File: config.mk
export PLATFORM = sky130hd
export DESIGN_NAME = adc_emu_top
export DESIGN_NICKNAME = d
export VERILOG_FILES = /design/src/hw/emu_pkg.sv /design/src/hw/frame_sequencer.sv /design/src/hw/response_slice.sv /design/src/hw/table_arbiter.sv /design/src/hw/response_table.sv /design/src/hw/adc_emu_top.sv
export VERILOG_INCLUDE_DIRS = /design/src /design/src/include
export SDC_FILE = /design/constraint.sdc
export NUM_CORES = 1
export LEC_CHECK = 0
export ABC_AREA = 1
export BUFFER_PORTS_ARGS = -buffer_cell sky130_fd_sc_hd__clkbuf_2
export CORE_UTILIZATION = 40
export CTS_BUF_LIST = sky130_fd_sc_hd__clkbuf_4
export DETAILED_ROUTE_END_ITERATION = 6
export GPL_ROUTABILITY_DRIVEN = 0
export HOLD_SLACK_MARGIN = 0.1
export PLACE_DENSITY = 0.53
export SYNTH_ARGS = -nofsm -noshare
export SYNTH_HDL_FRONTEND = slang
export SYNTH_SLANG_ARGS = --single-unit
File: constraint.sdc
create_clock -name emu_clk -period 6.5 [get_ports emu_clk]
set_input_delay 1.625 -clock emu_clk [delete_from_list [all_inputs] [get_ports emu_clk]]
set_output_delay 1.625 -clock emu_clk [all_outputs]
set_load 0.01 [all_outputs]
File: src/include/emu_cfg.svh
`ifndef EMU_CFG_SVH
`define EMU_CFG_SVH

// symbol and chunk geometry
`define EMU_BITS_PER_SYMBOL 2
`define EMU_CHUNK_SYMS      2  // symbols per table lookup
`define EMU_NUM_CHUNKS      4
`define EMU_NUM_SLICES      4  // also new symbols per frame word
`define EMU_HIST_SYMS       12 // three frame words

// datapath widths
`define EMU_COEF_WIDTH      12
`define EMU_SUM_WIDTH       14
`define EMU_MAG_WIDTH       10

// step response table
`define EMU_TBL_DEPTH       64

// flow control
`define EMU_IN_CREDITS      2  // input buffer depth
`define EMU_OUT_CREDITS     2

`endif

File: src/hw/emu_pkg.sv
`include "emu_cfg.svh"

package emu_pkg;

    localparam int TBL_AW = $clog2(`EMU_TBL_DEPTH);
    localparam int SYM_W  = `EMU_BITS_PER_SYMBOL;

    // symbol 0 is the oldest and sits in the low bits
    typedef struct packed {
        logic [`EMU_NUM_SLICES-1:0][SYM_W-1:0] sym;
    } sym_word_t;

    typedef struct packed {
        logic                      sign; // set for a negative sum
        logic [`EMU_MAG_WIDTH-1:0] mag;
    } slice_smp_t;

    // slice 0 in the low bits
    typedef struct packed {
        slice_smp_t [`EMU_NUM_SLICES-1:0] slc;
    } sample_t;

    typedef struct packed {
        logic                       en;
        logic [TBL_AW-1:0]          addr;
        logic [`EMU_COEF_WIDTH-1:0] data;
    } tbl_wr_t;

    // addr is {chunk index, chunk value}
    typedef struct packed {
        logic              valid;
        logic [TBL_AW-1:0] addr;
    } tbl_rd_req_t;

endpackage

File: src/hw/frame_sequencer.sv
`timescale 1ns/1ps
`include "emu_cfg.svh"

module frame_sequencer (
    input  logic                                           emu_clk,
    input  logic                                           emu_rst,
    input  logic                                           sym_valid_i,
    input  emu_pkg::sym_word_t                             sym_word_i,
    input  logic [`EMU_NUM_SLICES-1:0]                     slice_done_i,
    input  emu_pkg::sample_t                               slice_smp_i,
    input  logic                                           smp_credit_i,
    output logic                                           sym_credit_o,
    output logic [`EMU_HIST_SYMS*`EMU_BITS_PER_SYMBOL-1:0] history_o,
    output logic                                           start_o,
    output logic                                           smp_valid_o,
    output emu_pkg::sample_t                               smp_o
);
    import emu_pkg::*;

    localparam int HIST_W = `EMU_HIST_SYMS * `EMU_BITS_PER_SYMBOL;
    localparam int WORD_W = $bits(sym_word_t);
    localparam int PTR_W  = $clog2(`EMU_IN_CREDITS);
    localparam int CNT_W  = $clog2(`EMU_IN_CREDITS + 1);
    localparam int CRED_W = $clog2(`EMU_OUT_CREDITS + 1);

    sym_word_t         buf_mem [`EMU_IN_CREDITS];
    logic [PTR_W-1:0]  wr_ptr_q;
    logic [PTR_W-1:0]  rd_ptr_q;
    logic [CNT_W-1:0]  buf_cnt_q;
    logic [HIST_W-1:0] hist_q;   // position 0 oldest, in the low bits
    logic [CRED_W-1:0] out_cred_q;
    logic              busy_q;   // frame in flight
    logic              smp_valid_q;
    sample_t           smp_q;
    logic              frame_done;

    // a credit being spent by this cycle's record cannot back a new frame
    assign start_o = (buf_cnt_q != '0) && (out_cred_q > CRED_W'(smp_valid_q)) && !busy_q;
    assign sym_credit_o = start_o; // one return per popped word

    assign frame_done = busy_q && (&slice_done_i);

    // slices latch their windows at start, so show the shifted history then
    assign history_o = start_o ? {buf_mem[rd_ptr_q], hist_q[HIST_W-1:WORD_W]} : hist_q;

    always_ff @(posedge emu_clk) begin
        if (sym_valid_i) begin
            buf_mem[wr_ptr_q] <= sym_word_i;
        end
    end

    always_ff @(posedge emu_clk) begin
        if (emu_rst) begin
            wr_ptr_q    <= '0;
            rd_ptr_q    <= '0;
            buf_cnt_q   <= '0;
            hist_q      <= '0;
            out_cred_q  <= CRED_W'(`EMU_OUT_CREDITS);
            busy_q      <= 1'b0;
            smp_valid_q <= 1'b0;
        end else begin
            if (sym_valid_i) begin
                wr_ptr_q <= wr_ptr_q + 1'b1;
            end
            if (start_o) begin
                rd_ptr_q <= rd_ptr_q + 1'b1;
                hist_q   <= history_o;
            end
            buf_cnt_q  <= buf_cnt_q + CNT_W'(sym_valid_i) - CNT_W'(start_o);
            out_cred_q <= out_cred_q + CRED_W'(smp_credit_i) - CRED_W'(smp_valid_q);

            if (start_o) begin
                busy_q <= 1'b1;
            end else if (frame_done) begin
                busy_q <= 1'b0;
            end
            smp_valid_q <= frame_done; // record leaves the cycle after all slices finish
        end
    end

    always_ff @(posedge emu_clk) begin
        if (frame_done) begin
            smp_q <= slice_smp_i;
        end
    end

    assign smp_valid_o = smp_valid_q;
    assign smp_o       = smp_q;

endmodule

File: src/hw/response_slice.sv
`timescale 1ns/1ps
`include "emu_cfg.svh"

module response_slice #(
    parameter int SLICE_IDX = 0
) (
    input  logic                                           emu_clk,
    input  logic                                           emu_rst,
    input  logic                                           start_i,
    input  logic [`EMU_HIST_SYMS*`EMU_BITS_PER_SYMBOL-1:0] history_i,
    input  logic                                           rd_ack_i,
    input  logic [`EMU_COEF_WIDTH-1:0]                     rd_data_i,
    output emu_pkg::tbl_rd_req_t                           rd_req_o,
    output logic                                           done_o,
    output emu_pkg::slice_smp_t                            smp_o
);
    import emu_pkg::*;

    localparam int CHUNK_W = `EMU_CHUNK_SYMS * `EMU_BITS_PER_SYMBOL;
    localparam int WIN_W   = `EMU_NUM_CHUNKS * CHUNK_W;
    localparam int WIN_LO  = (SLICE_IDX + 1) * `EMU_BITS_PER_SYMBOL; // position j+1
    localparam int IDX_W   = $clog2(`EMU_NUM_CHUNKS);
    localparam int SUM_W   = `EMU_SUM_WIDTH;
    localparam int COEF_W  = `EMU_COEF_WIDTH;
    localparam int MAG_MAX = (1 << `EMU_MAG_WIDTH) - 1;

    logic [WIN_W-1:0]        window_q;
    logic [IDX_W-1:0]        chunk_q;  // chunk being fetched
    logic                    active_q;
    logic                    done_q;
    logic signed [SUM_W-1:0] acc_q;
    logic signed [SUM_W-1:0] acc_next;
    logic [SUM_W-1:0]        abs_sum;
    slice_smp_t              smp_q;
    slice_smp_t              smp_next;
    logic                    last_chunk;

    // dropped in the ack cycle so a served request is not granted again
    assign rd_req_o.valid = active_q && !rd_ack_i;
    assign rd_req_o.addr  = {chunk_q, window_q[chunk_q*CHUNK_W +: CHUNK_W]};

    assign last_chunk = (chunk_q == IDX_W'(`EMU_NUM_CHUNKS - 1));

    assign acc_next = acc_q + {{(SUM_W-COEF_W){rd_data_i[COEF_W-1]}}, rd_data_i};
    assign abs_sum  = acc_next[SUM_W-1] ? -acc_next : acc_next;

    always_comb begin
        smp_next.sign = acc_next[SUM_W-1];
        smp_next.mag  = (abs_sum > MAG_MAX) ? '1 : abs_sum[`EMU_MAG_WIDTH-1:0]; // clip
    end

    always_ff @(posedge emu_clk) begin
        if (emu_rst) begin
            active_q <= 1'b0;
            done_q   <= 1'b0;
            chunk_q  <= '0;
        end else if (start_i) begin
            active_q <= 1'b1;
            done_q   <= 1'b0;
            chunk_q  <= '0;
        end else if (rd_ack_i && active_q) begin
            if (last_chunk) begin
                active_q <= 1'b0;
                done_q   <= 1'b1;
            end else begin
                chunk_q <= chunk_q + 1'b1;
            end
        end
    end

    always_ff @(posedge emu_clk) begin
        if (start_i) begin
            window_q <= history_i[WIN_LO +: WIN_W];
            acc_q    <= '0;
        end else if (rd_ack_i && active_q) begin
            acc_q <= acc_next;
            if (last_chunk) begin
                smp_q <= smp_next; // held until the next start
            end
        end
    end

    assign done_o = done_q;
    assign smp_o  = smp_q;

endmodule

File: src/hw/table_arbiter.sv
`timescale 1ns/1ps
`include "emu_cfg.svh"

module table_arbiter (
    input  logic                       emu_clk,
    input  logic                       emu_rst,
    input  emu_pkg::tbl_rd_req_t       req_i [`EMU_NUM_SLICES],
    input  logic                       tbl_busy_i,
    input  logic [`EMU_COEF_WIDTH-1:0] rd_data_i,
    output logic [`EMU_NUM_SLICES-1:0] grant_o,
    output emu_pkg::tbl_rd_req_t       tbl_req_o,
    output logic [`EMU_NUM_SLICES-1:0] ack_o,
    output logic [`EMU_COEF_WIDTH-1:0] rd_data_o
);
    localparam int N     = `EMU_NUM_SLICES;
    localparam int SEL_W = $clog2(N);

    logic [SEL_W-1:0] last_q; // slice served last
    logic [SEL_W-1:0] sel;
    logic [N-1:0]     grant;
    logic [N-1:0]     ack_q;

    // search starts one past the last winner; writes hold off all reads
    always_comb begin
        logic [SEL_W-1:0] idx;
        grant = '0;
        sel   = last_q;
        for (int i = 1; i <= N; i++) begin
            idx = SEL_W'(last_q + i);
            if ((grant == '0) && req_i[idx].valid && !tbl_busy_i) begin
                grant[idx] = 1'b1;
                sel        = idx;
            end
        end
    end

    assign tbl_req_o.valid = |grant;
    assign tbl_req_o.addr  = req_i[sel].addr;
    assign grant_o         = grant;

    always_ff @(posedge emu_clk) begin
        if (emu_rst) begin
            last_q <= SEL_W'(N - 1); // slice 0 goes first
            ack_q  <= '0;
        end else begin
            ack_q <= grant; // table data lands one cycle after the grant
            if (|grant) begin
                last_q <= sel;
            end
        end
    end

    assign ack_o     = ack_q;
    assign rd_data_o = rd_data_i; // shared return bus, ack picks the receiver

endmodule

File: src/hw/response_table.sv
`timescale 1ns/1ps
`include "emu_cfg.svh"

module response_table (
    input  logic                       emu_clk,
    input  emu_pkg::tbl_wr_t           tbl_wr_i,
    input  emu_pkg::tbl_rd_req_t       rd_req_i,
    output logic                       tbl_busy_o,
    output logic [`EMU_COEF_WIDTH-1:0] rd_data_o
);
    logic [`EMU_COEF_WIDTH-1:0] mem [`EMU_TBL_DEPTH];
    logic [`EMU_COEF_WIDTH-1:0] rd_data_q;

    // single port, a write owns it for the cycle
    assign tbl_busy_o = tbl_wr_i.en;

    always_ff @(posedge emu_clk) begin
        if (tbl_wr_i.en) begin
            mem[tbl_wr_i.addr] <= tbl_wr_i.data;
        end else if (rd_req_i.valid) begin
            rd_data_q <= mem[rd_req_i.addr];
        end
    end

    assign rd_data_o = rd_data_q;

endmodule

File: src/hw/adc_emu_top.sv
`timescale 1ns/1ps
`include "emu_cfg.svh"

module adc_emu_top (
    input  logic               emu_clk,
    input  logic               emu_rst,
    input  logic               sym_valid_i,
    input  emu_pkg::sym_word_t sym_word_i,
    input  logic               smp_credit_i,
    input  emu_pkg::tbl_wr_t   tbl_wr_i,
    output logic               sym_credit_o,
    output logic               smp_valid_o,
    output emu_pkg::sample_t   smp_o
);
    import emu_pkg::*;

    localparam int N      = `EMU_NUM_SLICES;
    localparam int HIST_W = `EMU_HIST_SYMS * `EMU_BITS_PER_SYMBOL;
    localparam int COEF_W = `EMU_COEF_WIDTH;

    logic [HIST_W-1:0] history;
    logic              frame_start;
    logic [N-1:0]      slice_done;
    sample_t           slice_smp;
    logic              done_a [N];
    slice_smp_t        smp_a [N];
    tbl_rd_req_t       rd_req_a [N];
    logic [N-1:0]      slice_ack;
    logic [COEF_W-1:0] slice_rd_data;
    tbl_rd_req_t       tbl_req;
    logic              tbl_busy;
    logic [COEF_W-1:0] tbl_rd_data;

    // gather per-slice results into the frame record
    always_comb begin
        for (int j = 0; j < N; j++) begin
            slice_done[j]    = done_a[j];
            slice_smp.slc[j] = smp_a[j];
        end
    end

    frame_sequencer u_seq (
        .emu_clk      (emu_clk),
        .emu_rst      (emu_rst),
        .sym_valid_i  (sym_valid_i),
        .sym_word_i   (sym_word_i),
        .slice_done_i (slice_done),
        .slice_smp_i  (slice_smp),
        .smp_credit_i (smp_credit_i),
        .sym_credit_o (sym_credit_o),
        .history_o    (history),
        .start_o      (frame_start),
        .smp_valid_o  (smp_valid_o),
        .smp_o        (smp_o)
    );

    for (genvar j = 0; j < N; j++) begin : g_slice
        response_slice #(
            .SLICE_IDX (j)
        ) u_slice (
            .emu_clk   (emu_clk),
            .emu_rst   (emu_rst),
            .start_i   (frame_start),
            .history_i (history),
            .rd_ack_i  (slice_ack[j]),
            .rd_data_i (slice_rd_data),
            .rd_req_o  (rd_req_a[j]),
            .done_o    (done_a[j]),
            .smp_o     (smp_a[j])
        );
    end

    table_arbiter u_arb (
        .emu_clk    (emu_clk),
        .emu_rst    (emu_rst),
        .req_i      (rd_req_a),
        .tbl_busy_i (tbl_busy),
        .rd_data_i  (tbl_rd_data),
        .grant_o    (),
        .tbl_req_o  (tbl_req),
        .ack_o      (slice_ack),
        .rd_data_o  (slice_rd_data)
    );

    response_table u_tbl (
        .emu_clk    (emu_clk),
        .tbl_wr_i   (tbl_wr_i),
        .rd_req_i   (tbl_req),
        .tbl_busy_o (tbl_busy),
        .rd_data_o  (tbl_rd_data)
    );

endmodule

Yosys cells after proc, flatten, opt, wreduce, memory -nomap -nowiden
Memory sizes are Yosys's and may differ from the RTL's. A register that Yosys moved wholly into a read port is not among the register bits.
Index checks and enable logic that the tools add are counted.
{"block": "op_classes", "n_bitwise": 14, "n_addsub": 22, "n_lt_le_gt_ge": 18, "shifts": 4, "reduce_logical": 61, "muxes": 55, "n_eq_ne": 4}
{"operator": "$bmux 7 s2", "count": 5}
{"operator": "$shiftx 16x5->4", "count": 4}
{"operator": "$add 14x14->14", "count": 4}
{"operator": "$gt 14x10->1 const B", "count": 4}
{"operator": "$mux 14", "count": 4}
{"operator": "$mux 7", "count": 8}
{"operator": "$neg 14->14", "count": 4}
{"operator": "$reduce_and 2->1", "count": 13}
{"operator": "$mux 1", "count": 24}
{"operator": "$logic_and 1x1->1", "count": 22}
{"operator": "$reduce_bool 2->1", "count": 10}
{"operator": "$mux 4", "count": 4}
{"operator": "$ge 3x3->1 const B", "count": 5}
{"operator": "$not 2->3", "count": 5}
{"operator": "$add 2x1->2 const B", "count": 6}
{"operator": "$logic_not 4->1", "count": 3}
{"operator": "$lt 2x3->1 const B", "count": 4}
{"operator": "$mux 6", "count": 2}
{"operator": "$or 4x4->4", "count": 3}
{"operator": "$reduce_and 3->1", "count": 4}
{"operator": "$demux 1 s2", "count": 4}
{"operator": "$eq 2x2->1 const B", "count": 4}
{"operator": "$ge 2x1->1 const B", "count": 4}
{"operator": "$mux 2", "count": 4}
{"operator": "other kinds (10)", "count": 24}
{"block": "totals", "mem_bits_rw": 784, "word_cells": 225, "regBits": 262, "inputBits": 31, "out_inout_bits": 46, "mem_count": 2}
{"memory": "u_tbl.mem", "words": 64, "word_bits": 12, "read_ports": 1, "rd_clocked_by_memory_dff": 1, "write_ports": 1, "line": "response_table.sv:11", "source": "logic [`EMU_COEF_WIDTH-1:0] mem [`EMU_TBL_DEPTH];"}
{"memory": "u_seq.buf_mem", "words": 2, "word_bits": 8, "read_ports": 1, "rd_clocked_by_memory_dff": 1, "write_ports": 1, "line": "frame_sequencer.sv:26", "source": "sym_word_t buf_mem [`EMU_IN_CREDITS];"}

Longest topological paths before layout
Gate-level depths: netlist of the first run.
{"block": "depth", "ltp_word": 23, "mapped_depth": 30}

Modules after synthesis
A second synthesis of the first run with hierarchy kept.
{"block": "hier_totals", "cells_unflattened": 4571, "area_unflattened_um2": 47620.7}
{"module": "response_table", "n_inst": 1, "area_each_um2": 31815.5, "cells_per_inst": 2664}
{"module": "response_slice at g_slice[0].u_slice ...", "n_inst": 3, "area_each_um2": 2746.4, "cells_per_inst": 350}
{"module": "frame_sequencer", "n_inst": 1, "area_each_um2": 3587.2, "cells_per_inst": 337}
{"module": "response_slice at g_slice[3].u_slice", "n_inst": 1, "area_each_um2": 2778.9, "cells_per_inst": 343}
{"module": "table_arbiter", "n_inst": 1, "area_each_um2": 1199.9, "cells_per_inst": 177}

Least setup slack after synthesis of the first run
No wires, ideal clock.
{"block": "synth_timing", "path_kind": "input -> register", "startpoint": "in tbl_wr_i[18] (netlist bit)", "endpoint": "reg u_tbl.rd_data_q[10], in the netlist u_tbl.rd_data_o[10] (read register of u_tbl.mem) (data pin)", "required_ps": 6247, "cell_stages": 24, "n_path_buf": 3, "t_arrival_ps": 4248, "setup_slack_ps": 1999, "setup_ps": 253, "path_cell_list": "inv_1 nand2_1 nor2_4 o41ai_4 nand4_1 nand2_1 nor2_4 nand3_4 o21a_1 nand4_1 nand2_4 buf_6 nand2_2 nand3_4 nand2_2 buf_4 buf_2 nand2_1 nand3_1 nand3_1 nand3_1 nand3_1 nand3_1 nand2_1"}
{"block": "synth_between", "elab_chain_len": 19, "word_cells_on_any_way": 29, "classes_between": "11 x mux; 5 x bitwise; 13 x reduce/logical"}
{"element": "from (decl)", "line": "adc_emu_top.sv:10", "source": "input emu_pkg::tbl_wr_t tbl_wr_i,"}
{"element": "$logic_not 1->1", "line": "table_arbiter.sv:30", "source": "if ((grant == '0) && req_i[idx].valid && !tbl_busy_i) begin"}
{"element": "$logic_and 1x1->1", "line": "table_arbiter.sv:30"}
{"element": "$mux 4", "line": "table_arbiter.sv:30"}
{"element": "$logic_not 4->1", "line": "table_arbiter.sv:30"}
{"element": "$logic_and 1x1->1 (2 in series)", "line": "table_arbiter.sv:30"}
{"element": "$mux 4", "line": "table_arbiter.sv:30"}
{"element": "$logic_not 4->1", "line": "table_arbiter.sv:30"}
{"element": "$logic_and 1x1->1 (2 in series)", "line": "table_arbiter.sv:30"}
{"element": "$mux 4", "line": "table_arbiter.sv:30"}
{"element": "$logic_not 4->1", "line": "table_arbiter.sv:30"}
{"element": "$logic_and 1x1->1 (2 in series)", "line": "table_arbiter.sv:30"}
{"element": "$mux 2", "line": "table_arbiter.sv:30"}
{"element": "$not 2->3 (implied by the code)", "line": "table_arbiter.sv:38", "source": "assign tbl_req_o.addr = req_i[sel].addr;"}
{"element": "$bmux 7 s2", "line": "table_arbiter.sv:38"}
{"element": "$mux 6 (implied by the code) (2 in series)", "line": "table_arbiter.sv:38"}
{"element": "to (decl)", "line": "response_table.sv:12", "source": "logic [`EMU_COEF_WIDTH-1:0] rd_data_q;"}
Parallel ways exist; a longest one is shown, timed or not. The select of a mux whose other input is x is not followed.
A chain may end at the register's enable or synchronous reset.

Worst setup path after layout of the first run
{"block": "layout_timing", "startpoint": "reg u_arb.last_q[1]", "endpoint": "reg u_tbl.rd_data_q[11], in the netlist u_tbl.rd_data_o[11] (read register of u_tbl.mem) (data pin)"}
{"block": "layout_between", "elab_chain_len": 23, "word_cells_on_any_way": 67, "classes_between": "4 x add/sub; 8 x order compare; 31 x mux; 8 x bitwise; 16 x reduce/logical"}
{"element": "from (decl)", "line": "table_arbiter.sv:18", "source": "logic [SEL_W-1:0] last_q;"}
{"element": "from (signal assigned)", "line": "table_arbiter.sv:43", "source": "last_q <= SEL_W'(N - 1);"}
{"element": "from (signal assigned)", "line": "table_arbiter.sv:48", "source": "last_q <= sel;"}
{"element": "branches (longest 23 deep; another with $lt 2x3->1)"}
Several ways; the timed one is not identified. The select of a mux whose other input is x is not followed.

==> results of run 1 <==
-- registers in the layout, indices dropped and copies added, names as in the netlist, named ones only --
signal and count:
u_seq.buf_mem 16, g_slice.u_slice.window_q 22, u_arb.ack_o 4, g_slice.u_slice.chunk_q 8, g_slice.u_slice.done_o 4, g_slice.u_slice.acc_q 56, u_tbl.rd_data_o 12, u_seq.smp_valid_o 1
u_seq.out_cred_q 2, g_slice.u_slice.smp_o 44, u_arb.last_q 2, u_seq.wr_ptr_q 1, g_slice.u_slice.active_q 4, u_seq.busy_q 1, u_seq.smp_o 44, u_seq.rd_ptr_q 1
u_tbl.mem 768, u_seq.hist_q 14, u_seq.buf_cnt_q 2
-- cell usage in the layout (no fill, tap or decap), types with 5 or more instances in the layout --
cell	instances
clkbuf_4	428
inv_2	9
xnor2_1	12
edfxtp_1	906
nand3_1	775
clkinv_1	33
nor3_1	22
buf_2	12
mux2_2	8
o211ai_1	24
ha_1	72
nand2_2	5
xor2_1	43
nand2_1	1154
inv_1	822
or2_2	22
o21ai_0	110
a21oi_1	124
diode_2	10
clkbuf_2	64
nor2_4	6
buf_4	96
nor2_1	151
nand4_1	11
o21bai_1	15
buf_12	18
dfxtp_1	101
-- worst max-delay path by stage --
stage	from	endpoint	slack, ns	depth (start not counted)
5_1_grt	u_arb.last_q[1]	u_tbl.rd_data_o[11]	0.54	28
3_3_place_gp	tbl_wr_i[18]	u_tbl.rd_data_o[11]	0.45	26
3_5_place_dp	tbl_wr_i[18]	u_tbl.rd_data_o[11]	0.43	26
4_1_cts	u_arb.last_q[1]	u_tbl.rd_data_o[11]	1.09	28
6_report	u_arb.last_q[1]	u_tbl.rd_data_o[11]	1.06	28
2_1_floorplan	tbl_wr_i[18]	u_tbl.rd_data_o[10]	2.00	24
-- synth_stat cells, types with 12 or more instances --
library cell	instances
clkbuf_1	50
nand3_1	775
o211ai_1	24
xnor2_1	12
ha_1	72
o21ai_0	110
inv_1	823
edfxtp_1	906
buf_2	113
nand2_1	1157
or2_2	22
o21bai_1	15
xor2_1	43
dfxtp_1	101
nor2_1	151
a21oi_1	124
buf_4	21
nor3_1	22
-- metal layers --
layer	vias up	track usage, %	part of all wire, %
li1	16000	-	-
met1	15410	28.67	44
met2	1036	35.32	48
met3	222	4.083	6.2
met4	0	7.315	2.3
met5	-	0	0
-- layout make-up --
type / count / share of cell area [%]
repair buffers: 190 / 2.814
diodes: 10 / 0.04818
inverters: 831 / 6.008
clock inverters: 44 / 0.5565
well taps: 1512 / 3.642
flip-flops and latches: 1007 / 56.28
multi-input cells: 2606 / 24.47
clock buffers: 428 / 6.186
-- cell families (layout without fill, tap and decap cells) --
group,Yosys count,count (layout),synth area share (%)
fa+ha+maj,76,76,2.133
mux,8,8,0.1959
simple gates,2166,2166,20.35
flops,1007,1007,63.56
compound gates,301,301,3.787
other cells,0,10,0
xor+xnor,55,55,1.048
buf+inv,1027,1493,8.927
-- stage by stage --
| stage | instance area [µm²] | hold WS, ns | std cells | util, % |
|---|---|---|---|---|
| global placement | 48410 | 0.4016 | 6146 | 42.39 |
| CTS | 51910 | 0.4143 | 6618 | 45.46 |
| finish | 51940 | 0.4107 | 6628 | 45.48 |
| detailed placement | 48410 | 0.4045 | 6146 | 42.39 |
| floorplan | 45990 | 0.4003 | 4640 | - |
| global route | 51930 | 0.4166 | 6625 | 45.48 |
-- worst max-delay path, delay by kind of cell, from the launching register on --
kind / cells / cell delay [ns]
buf+inv: 4 / 0.90
simple gates: 21 / 2.84
compound gates: 2 / 0.39
flops: 1 / 0.55
fa+ha+maj: 1 / 0.43
==> results.md, run 1 <==
* Outcome: finished, final reports clean
* Buffers on Ports at 76
* Hold Vio Cnt, Final at 0
* Area occupied by multi-input gates at 12710 µm²
* Vert. Die Dim at 341.1 µm
* RSZ-0062 raised after global routing: false
* Level count of the clock H-tree at 5
* Flops & latches, synth at 1007
* Number of flops mapped to enable cells by yosys at 906
* Total wire length at 124800 µm
* Area delta synth->final at 12.94%
* I/O pin count at 77
* Avg Synthesized Cell Area at 9.911 µm²
* CTS Buf Count at 291
* Skew-Pair Late Insertion Delay at 1.17 ns
* Clock-pin transition on the worst setup and hold timing paths at 0.06 ns
* Ratio of cells with drive above 1 in the final layout at 13.69%
* Reg-to-reg startpoint: u_arb.last_q[1]
* Final worst-path setup slack at 1.056 ns
* Number of DRC markers in iteration 0 at 2609
* Cell at the root of the clock tree: clkbuf_4
* Max FO, Critical Path at 54
* Path category of the worst min-delay check: reg -> reg
* Max stage delay cell, worst path: dfxtp_1
* Slew Limit Fails at 0
* Total Die Area at 116300 µm²
* Hold-critical path depth at 0
* Path type of the worst setup path: reg -> reg
* Data arrival time of the critical path at 6.33 ns
* Max Fclk at 183.7 MHz
* Synthesized Nets at 4747
* Pin slew with the least headroom to its limit at 1.317 ns
* Launching element type of the critical path: flip-flop
* Number of warnings issued by yosys at 0
* Clk buf depth at 4
* DR vias at 32670
* Total area of sequential cells at 29230 µm²
* Post-DR wirelength/cell at 18.83 µm
* Sink of the worst hold path: u_seq.smp_o[20]
* HPWL Detailed at 74870 µm
* Startpoint of the tightest hold check path: g_slice[1].u_slice.smp_o[9]
* Antenna violation net count after detailed routing at 0
* Critical path's largest stage delay at 0.55 ns
* Global-route wire length before repair at 190400 µm
* Dominant cell type by count on the critical path: nand2_1
* Placement-stage worst setup slack at 0.4291 ns
* X dimension of the die at 341.1 µm
* Quantity of hold-fixing buffers added after cts at 0
* Required time of the critical path at 7.38 ns
* # rows at 124
* Top cell type by total area after synthesis: edfxtp_1
* Iteration count of the initial detailed-routing pass at 5
* Worst clock skew at 0.08563 ns
* Core outline area at 114200 µm²
* Buffers inserted by post-CTS timing repair at 0
* Number of sinks handled by clock tree synthesis at 1007
* Number of cells upsized or downsized after cts at 0
* Area share of the largest cell type after synthesis at 59.16%
* CTS tree: built
* Drc violations at 0
* Effective utilization at floorplan at 40.27%
* Maximum capacitance violations at 0
* Worst slew margin relative to its limit at 11.84%
* Setup tns final at 0 ns
* Number of cells produced by synthesis at 4640
* Number of distinct standard cells referenced by the synthesized netlist at 51
* Number of global-route vias before repair at 31530
* Post-layout net count at 5034
* Tcrit/Tclk final at 83.76%
* Reg-to-reg slack, setup at 1.06 ns
* Final critical delay including setup and external delays at 5.444 ns
* Total of fill cells in the finished design at 11020
* Top cells by area, synth: edfxtp_1 59%, nand2_1 9.4%, nand3_1 8.4%
* Number of cells on the worst reg-to-reg path at 28
* Total standard cell area after synthesis at 45990 µm²
* Critical path capture point type: flip-flop
* Vias/cell at 4.929
* Final setup violation count at 0
* Prevailing post-synth register cell: edfxtp_1
* Worst flop-to-flop path endpoint: u_tbl.rd_data_o[11]
* Overall Global Routing Usage at 21.56%
* Grt ovf at 0
* Share of the yosys chip area belonging to registers at 63.56%
* Number of antenna violations at the first check in global routing at 4
* Post-synth ARST share at 0%
* Largest net degree at the start of global routing at 97
Power of run 1 is not shown: default switching activity piles up to over one toggle a cycle in this logic, so the estimate is an artifact.
==> run 2: changes to the inputs <==
==> constraint.sdc (replaced) <==
create_clock -name emu_clk -period 5.6 [get_ports emu_clk]
set_input_delay 1.4 -clock emu_clk [delete_from_list [all_inputs] [get_ports emu_clk]]
set_output_delay 1.4 -clock emu_clk [all_outputs]
set_load 0.01 [all_outputs]
==> results.md, run 2 (synthesis gave the netlist of run 1 again) <==
* Outcome: finished, final reports clean (unchanged)
* Data arrival time of the critical path at 6.14 ns (was 6.33 ns)
* CTS tree: built (unchanged)
* Effective utilization at floorplan at 40.27% (unchanged)
* Number of cells on the worst reg-to-reg path at 25 (was 28)
* Core outline area at 114200 µm² (unchanged)
* Commonest non-fill, non-tap cell in the layout: nand2_1 (unchanged)
* Post-DR wirelength/cell at 18.87 µm (was 18.83 µm)
* Pin slew with the least headroom to its limit at 1.376 ns (was 1.317 ns)
* Number of cells upsized or downsized after cts at 0 (unchanged)
* Worst slew margin relative to its limit at 7.915% (was 11.84%)
* Setup tns final at 0 ns (unchanged)
* Area delta synth->final at 13.20% (was 12.94%)
* Clock-pin transition on the worst setup and hold timing paths at 0.06 ns (about the same)
* Hold Vio Cnt, Final at 0 (unchanged)
* Buffers inserted by post-CTS timing repair at 0 (unchanged)
* Placement-stage worst setup slack at 0.01893 ns (was 0.4291 ns)
* HPWL Detailed at 77610 µm (was 74870 µm)
* Number of DRC markers in iteration 0 at 2622 (was 2609)
* Path category of the worst min-delay check: reg -> reg (unchanged)
* Final setup violation count at 0 (unchanged)
* Total wire length at 125500 µm (was 124800 µm)
* Antenna violation net count after detailed routing at 0 (unchanged)
* Post-layout net count at 5033 (was 5034)
* Skew-Pair Late Insertion Delay at 1.16 ns (was 1.17 ns)
* Cell at the root of the clock tree: clkbuf_4 (unchanged)
* Global-route wire length before repair at 192300 µm (was 190400 µm)
* I/O pin count at 77 (unchanged)
* DR vias at 32850 (was 32670)
* X dimension of the die at 341.1 µm (unchanged)
* Reg-to-reg startpoint: u_arb.last_q[0] (was u_arb.last_q[1])
* Registers with the highest flip-flop counts: u_tbl.mem: 768 flops, g_slice.u_slice.acc_q: 56 flops (unchanged)
* Required time of the critical path at 6.46 ns (was 7.38 ns)
* Level count of the clock H-tree at 5 (unchanged)
* Clk buf depth at 4 (unchanged)
* Critical path capture point type: flip-flop (unchanged)
* Total Die Area at 116300 µm² (unchanged)
* Number of flip-flops under the largest register name at 768 (unchanged)
* Grt ovf at 0 (unchanged)
* Final critical delay including setup and external delays at 5.272 ns (was 5.444 ns)
* Number of sinks handled by clock tree synthesis at 1007 (unchanged)
* Most frequent cells in the layout: 1154 x nand2_1, 906 x edfxtp_1, 822 x inv_1 (unchanged)
* Slew Limit Fails at 0 (unchanged)
* # rows at 124 (unchanged)
* Reg-to-reg slack, setup at 0.33 ns (was 1.06 ns)
* Buffers on Ports at 76 (unchanged)
* Max Fclk at 189.7 MHz (was 183.7 MHz)
* Launching element type of the critical path: flip-flop (unchanged)
* Timing startpoint of the critical path: u_arb.last_q[0] (was u_arb.last_q[1])
* CTS Buf Count at 300 (was 291)
* Worst flop-to-flop path endpoint: u_tbl.rd_data_o[10] (was u_tbl.rd_data_o[11])
* Vert. Die Dim at 341.1 µm (unchanged)
* Quantity of hold-fixing buffers added after cts at 0 (unchanged)
* Worst clock skew at 0.08549 ns (was 0.08563 ns)
* Ratio of cells with drive above 1 in the final layout at 13.85% (was 13.69%)
* Total of fill cells in the finished design at 11120 (was 11020)
* Largest net degree at the start of global routing at 89 (was 97)
* Number of global-route vias before repair at 32320 (was 31530)
* Drc violations at 0 (unchanged)
* Number of antenna violations at the first check in global routing at 5 (was 4)
* Final worst-path setup slack at 0.3277 ns (was 1.056 ns)
* Path type of the worst setup path: reg -> reg (unchanged)
* Vias/cell at 4.941 (was 4.929)
* Tcrit/Tclk final at 94.15% (was 83.76%)
* Iteration count of the initial detailed-routing pass at 5 (unchanged)
* Max FO, Critical Path at 75 (was 54)
* Most flops, register: u_tbl.mem (unchanged)
* Maximum capacitance violations at 0 (unchanged)
* RSZ-0062 raised after global routing: false (unchanged)
* Worst setup path endpoint: u_tbl.rd_data_o[10] (was u_tbl.rd_data_o[11])
* Overall Global Routing Usage at 21.73% (was 21.56%)
run 2: worst min-delay path by stage:
stage | from | end | slack, ns | cells after the start
CTS | sym_word_i[2] | u_seq.buf_mem[0][2] | 0.31 | 1
detailed placement | g_slice[0].u_slice.smp_o[0] | u_seq.smp_o[0] | 0.41 | 0
floorplan | g_slice[0].u_slice.smp_o[0] | u_seq.smp_o[0] | 0.40 | 0
global placement | g_slice[1].u_slice.smp_o[5] | u_seq.smp_o[16] | 0.40 | 0
finish | g_slice[2].u_slice.smp_o[3] | u_seq.smp_o[25] | 0.40 | 0
global route | sym_word_i[7] | u_seq.buf_mem[0][7] | 0.35 | 1
run 2: through the flow:
step                      utilization (%)  cells  hold slack (ns)  area (µm²)
after detailed placement            42.38   6135           0.4052       48390
after CTS                           45.55   6639           0.3104       52010
after global routing                45.59   6649           0.3476       52060
after floorplan                         -   4640           0.4003       45990
final                               45.59   6649           0.3999       52060
after global placement              42.38   6135           0.4002       48390
run 2: final cells by class:
type / count / area [µm²] / area share (%)
Timing Repair Buffer: 180 / 1460 / 2.805
Clock inverter: 60 / 290.3 / 0.5576
Antenna cell: 9 / 22.52 / 0.04326
Multi-Input combinational cell: 2606 / 12710 / 24.41
Tap cell: 1512 / 1892 / 3.634
Clock buffer: 444 / 3333 / 6.403
Inverter: 831 / 3120 / 5.994
Sequential cell: 1007 / 29230 / 56.15
run 2: layer usage:
metal	wire length (µm)	track usage [%]	vias to the layer above	share of wire (%)
li1	-	-	16040	-
met1	53840	28.05	15640	43
met2	61720	36.68	949	49
met3	6667	3.498	227	5.3
met4	3243	8.118	0	2.6
met5	0	0	-	0
run 2: worst max-delay path: stages, from the launching register on:
cell,delay (ns)
dfxtp_2,0.47
inv_2,0.17
ha_1,0.39
inv_1,0.10
nand3_1,0.09
nand2_1,0.08
nor2_4,0.19
o41ai_4,0.15
nand4_1,0.09
nand2_1,0.10
nor2_4,0.16
nand3_4,0.10
o21a_1,0.25
nand3_4,0.17
nand2_1,0.12
o21ai_4,0.17
nand3_1,0.25
nand2_8,0.33
buf_12,0.34
nand2_1,0.10
nand3_1,0.11
nand3_1,0.17
nand3_1,0.16
nand3_1,0.25
nand3_1,0.27
nand2_1,0.10
Power of run 2 is left out for the same reason.
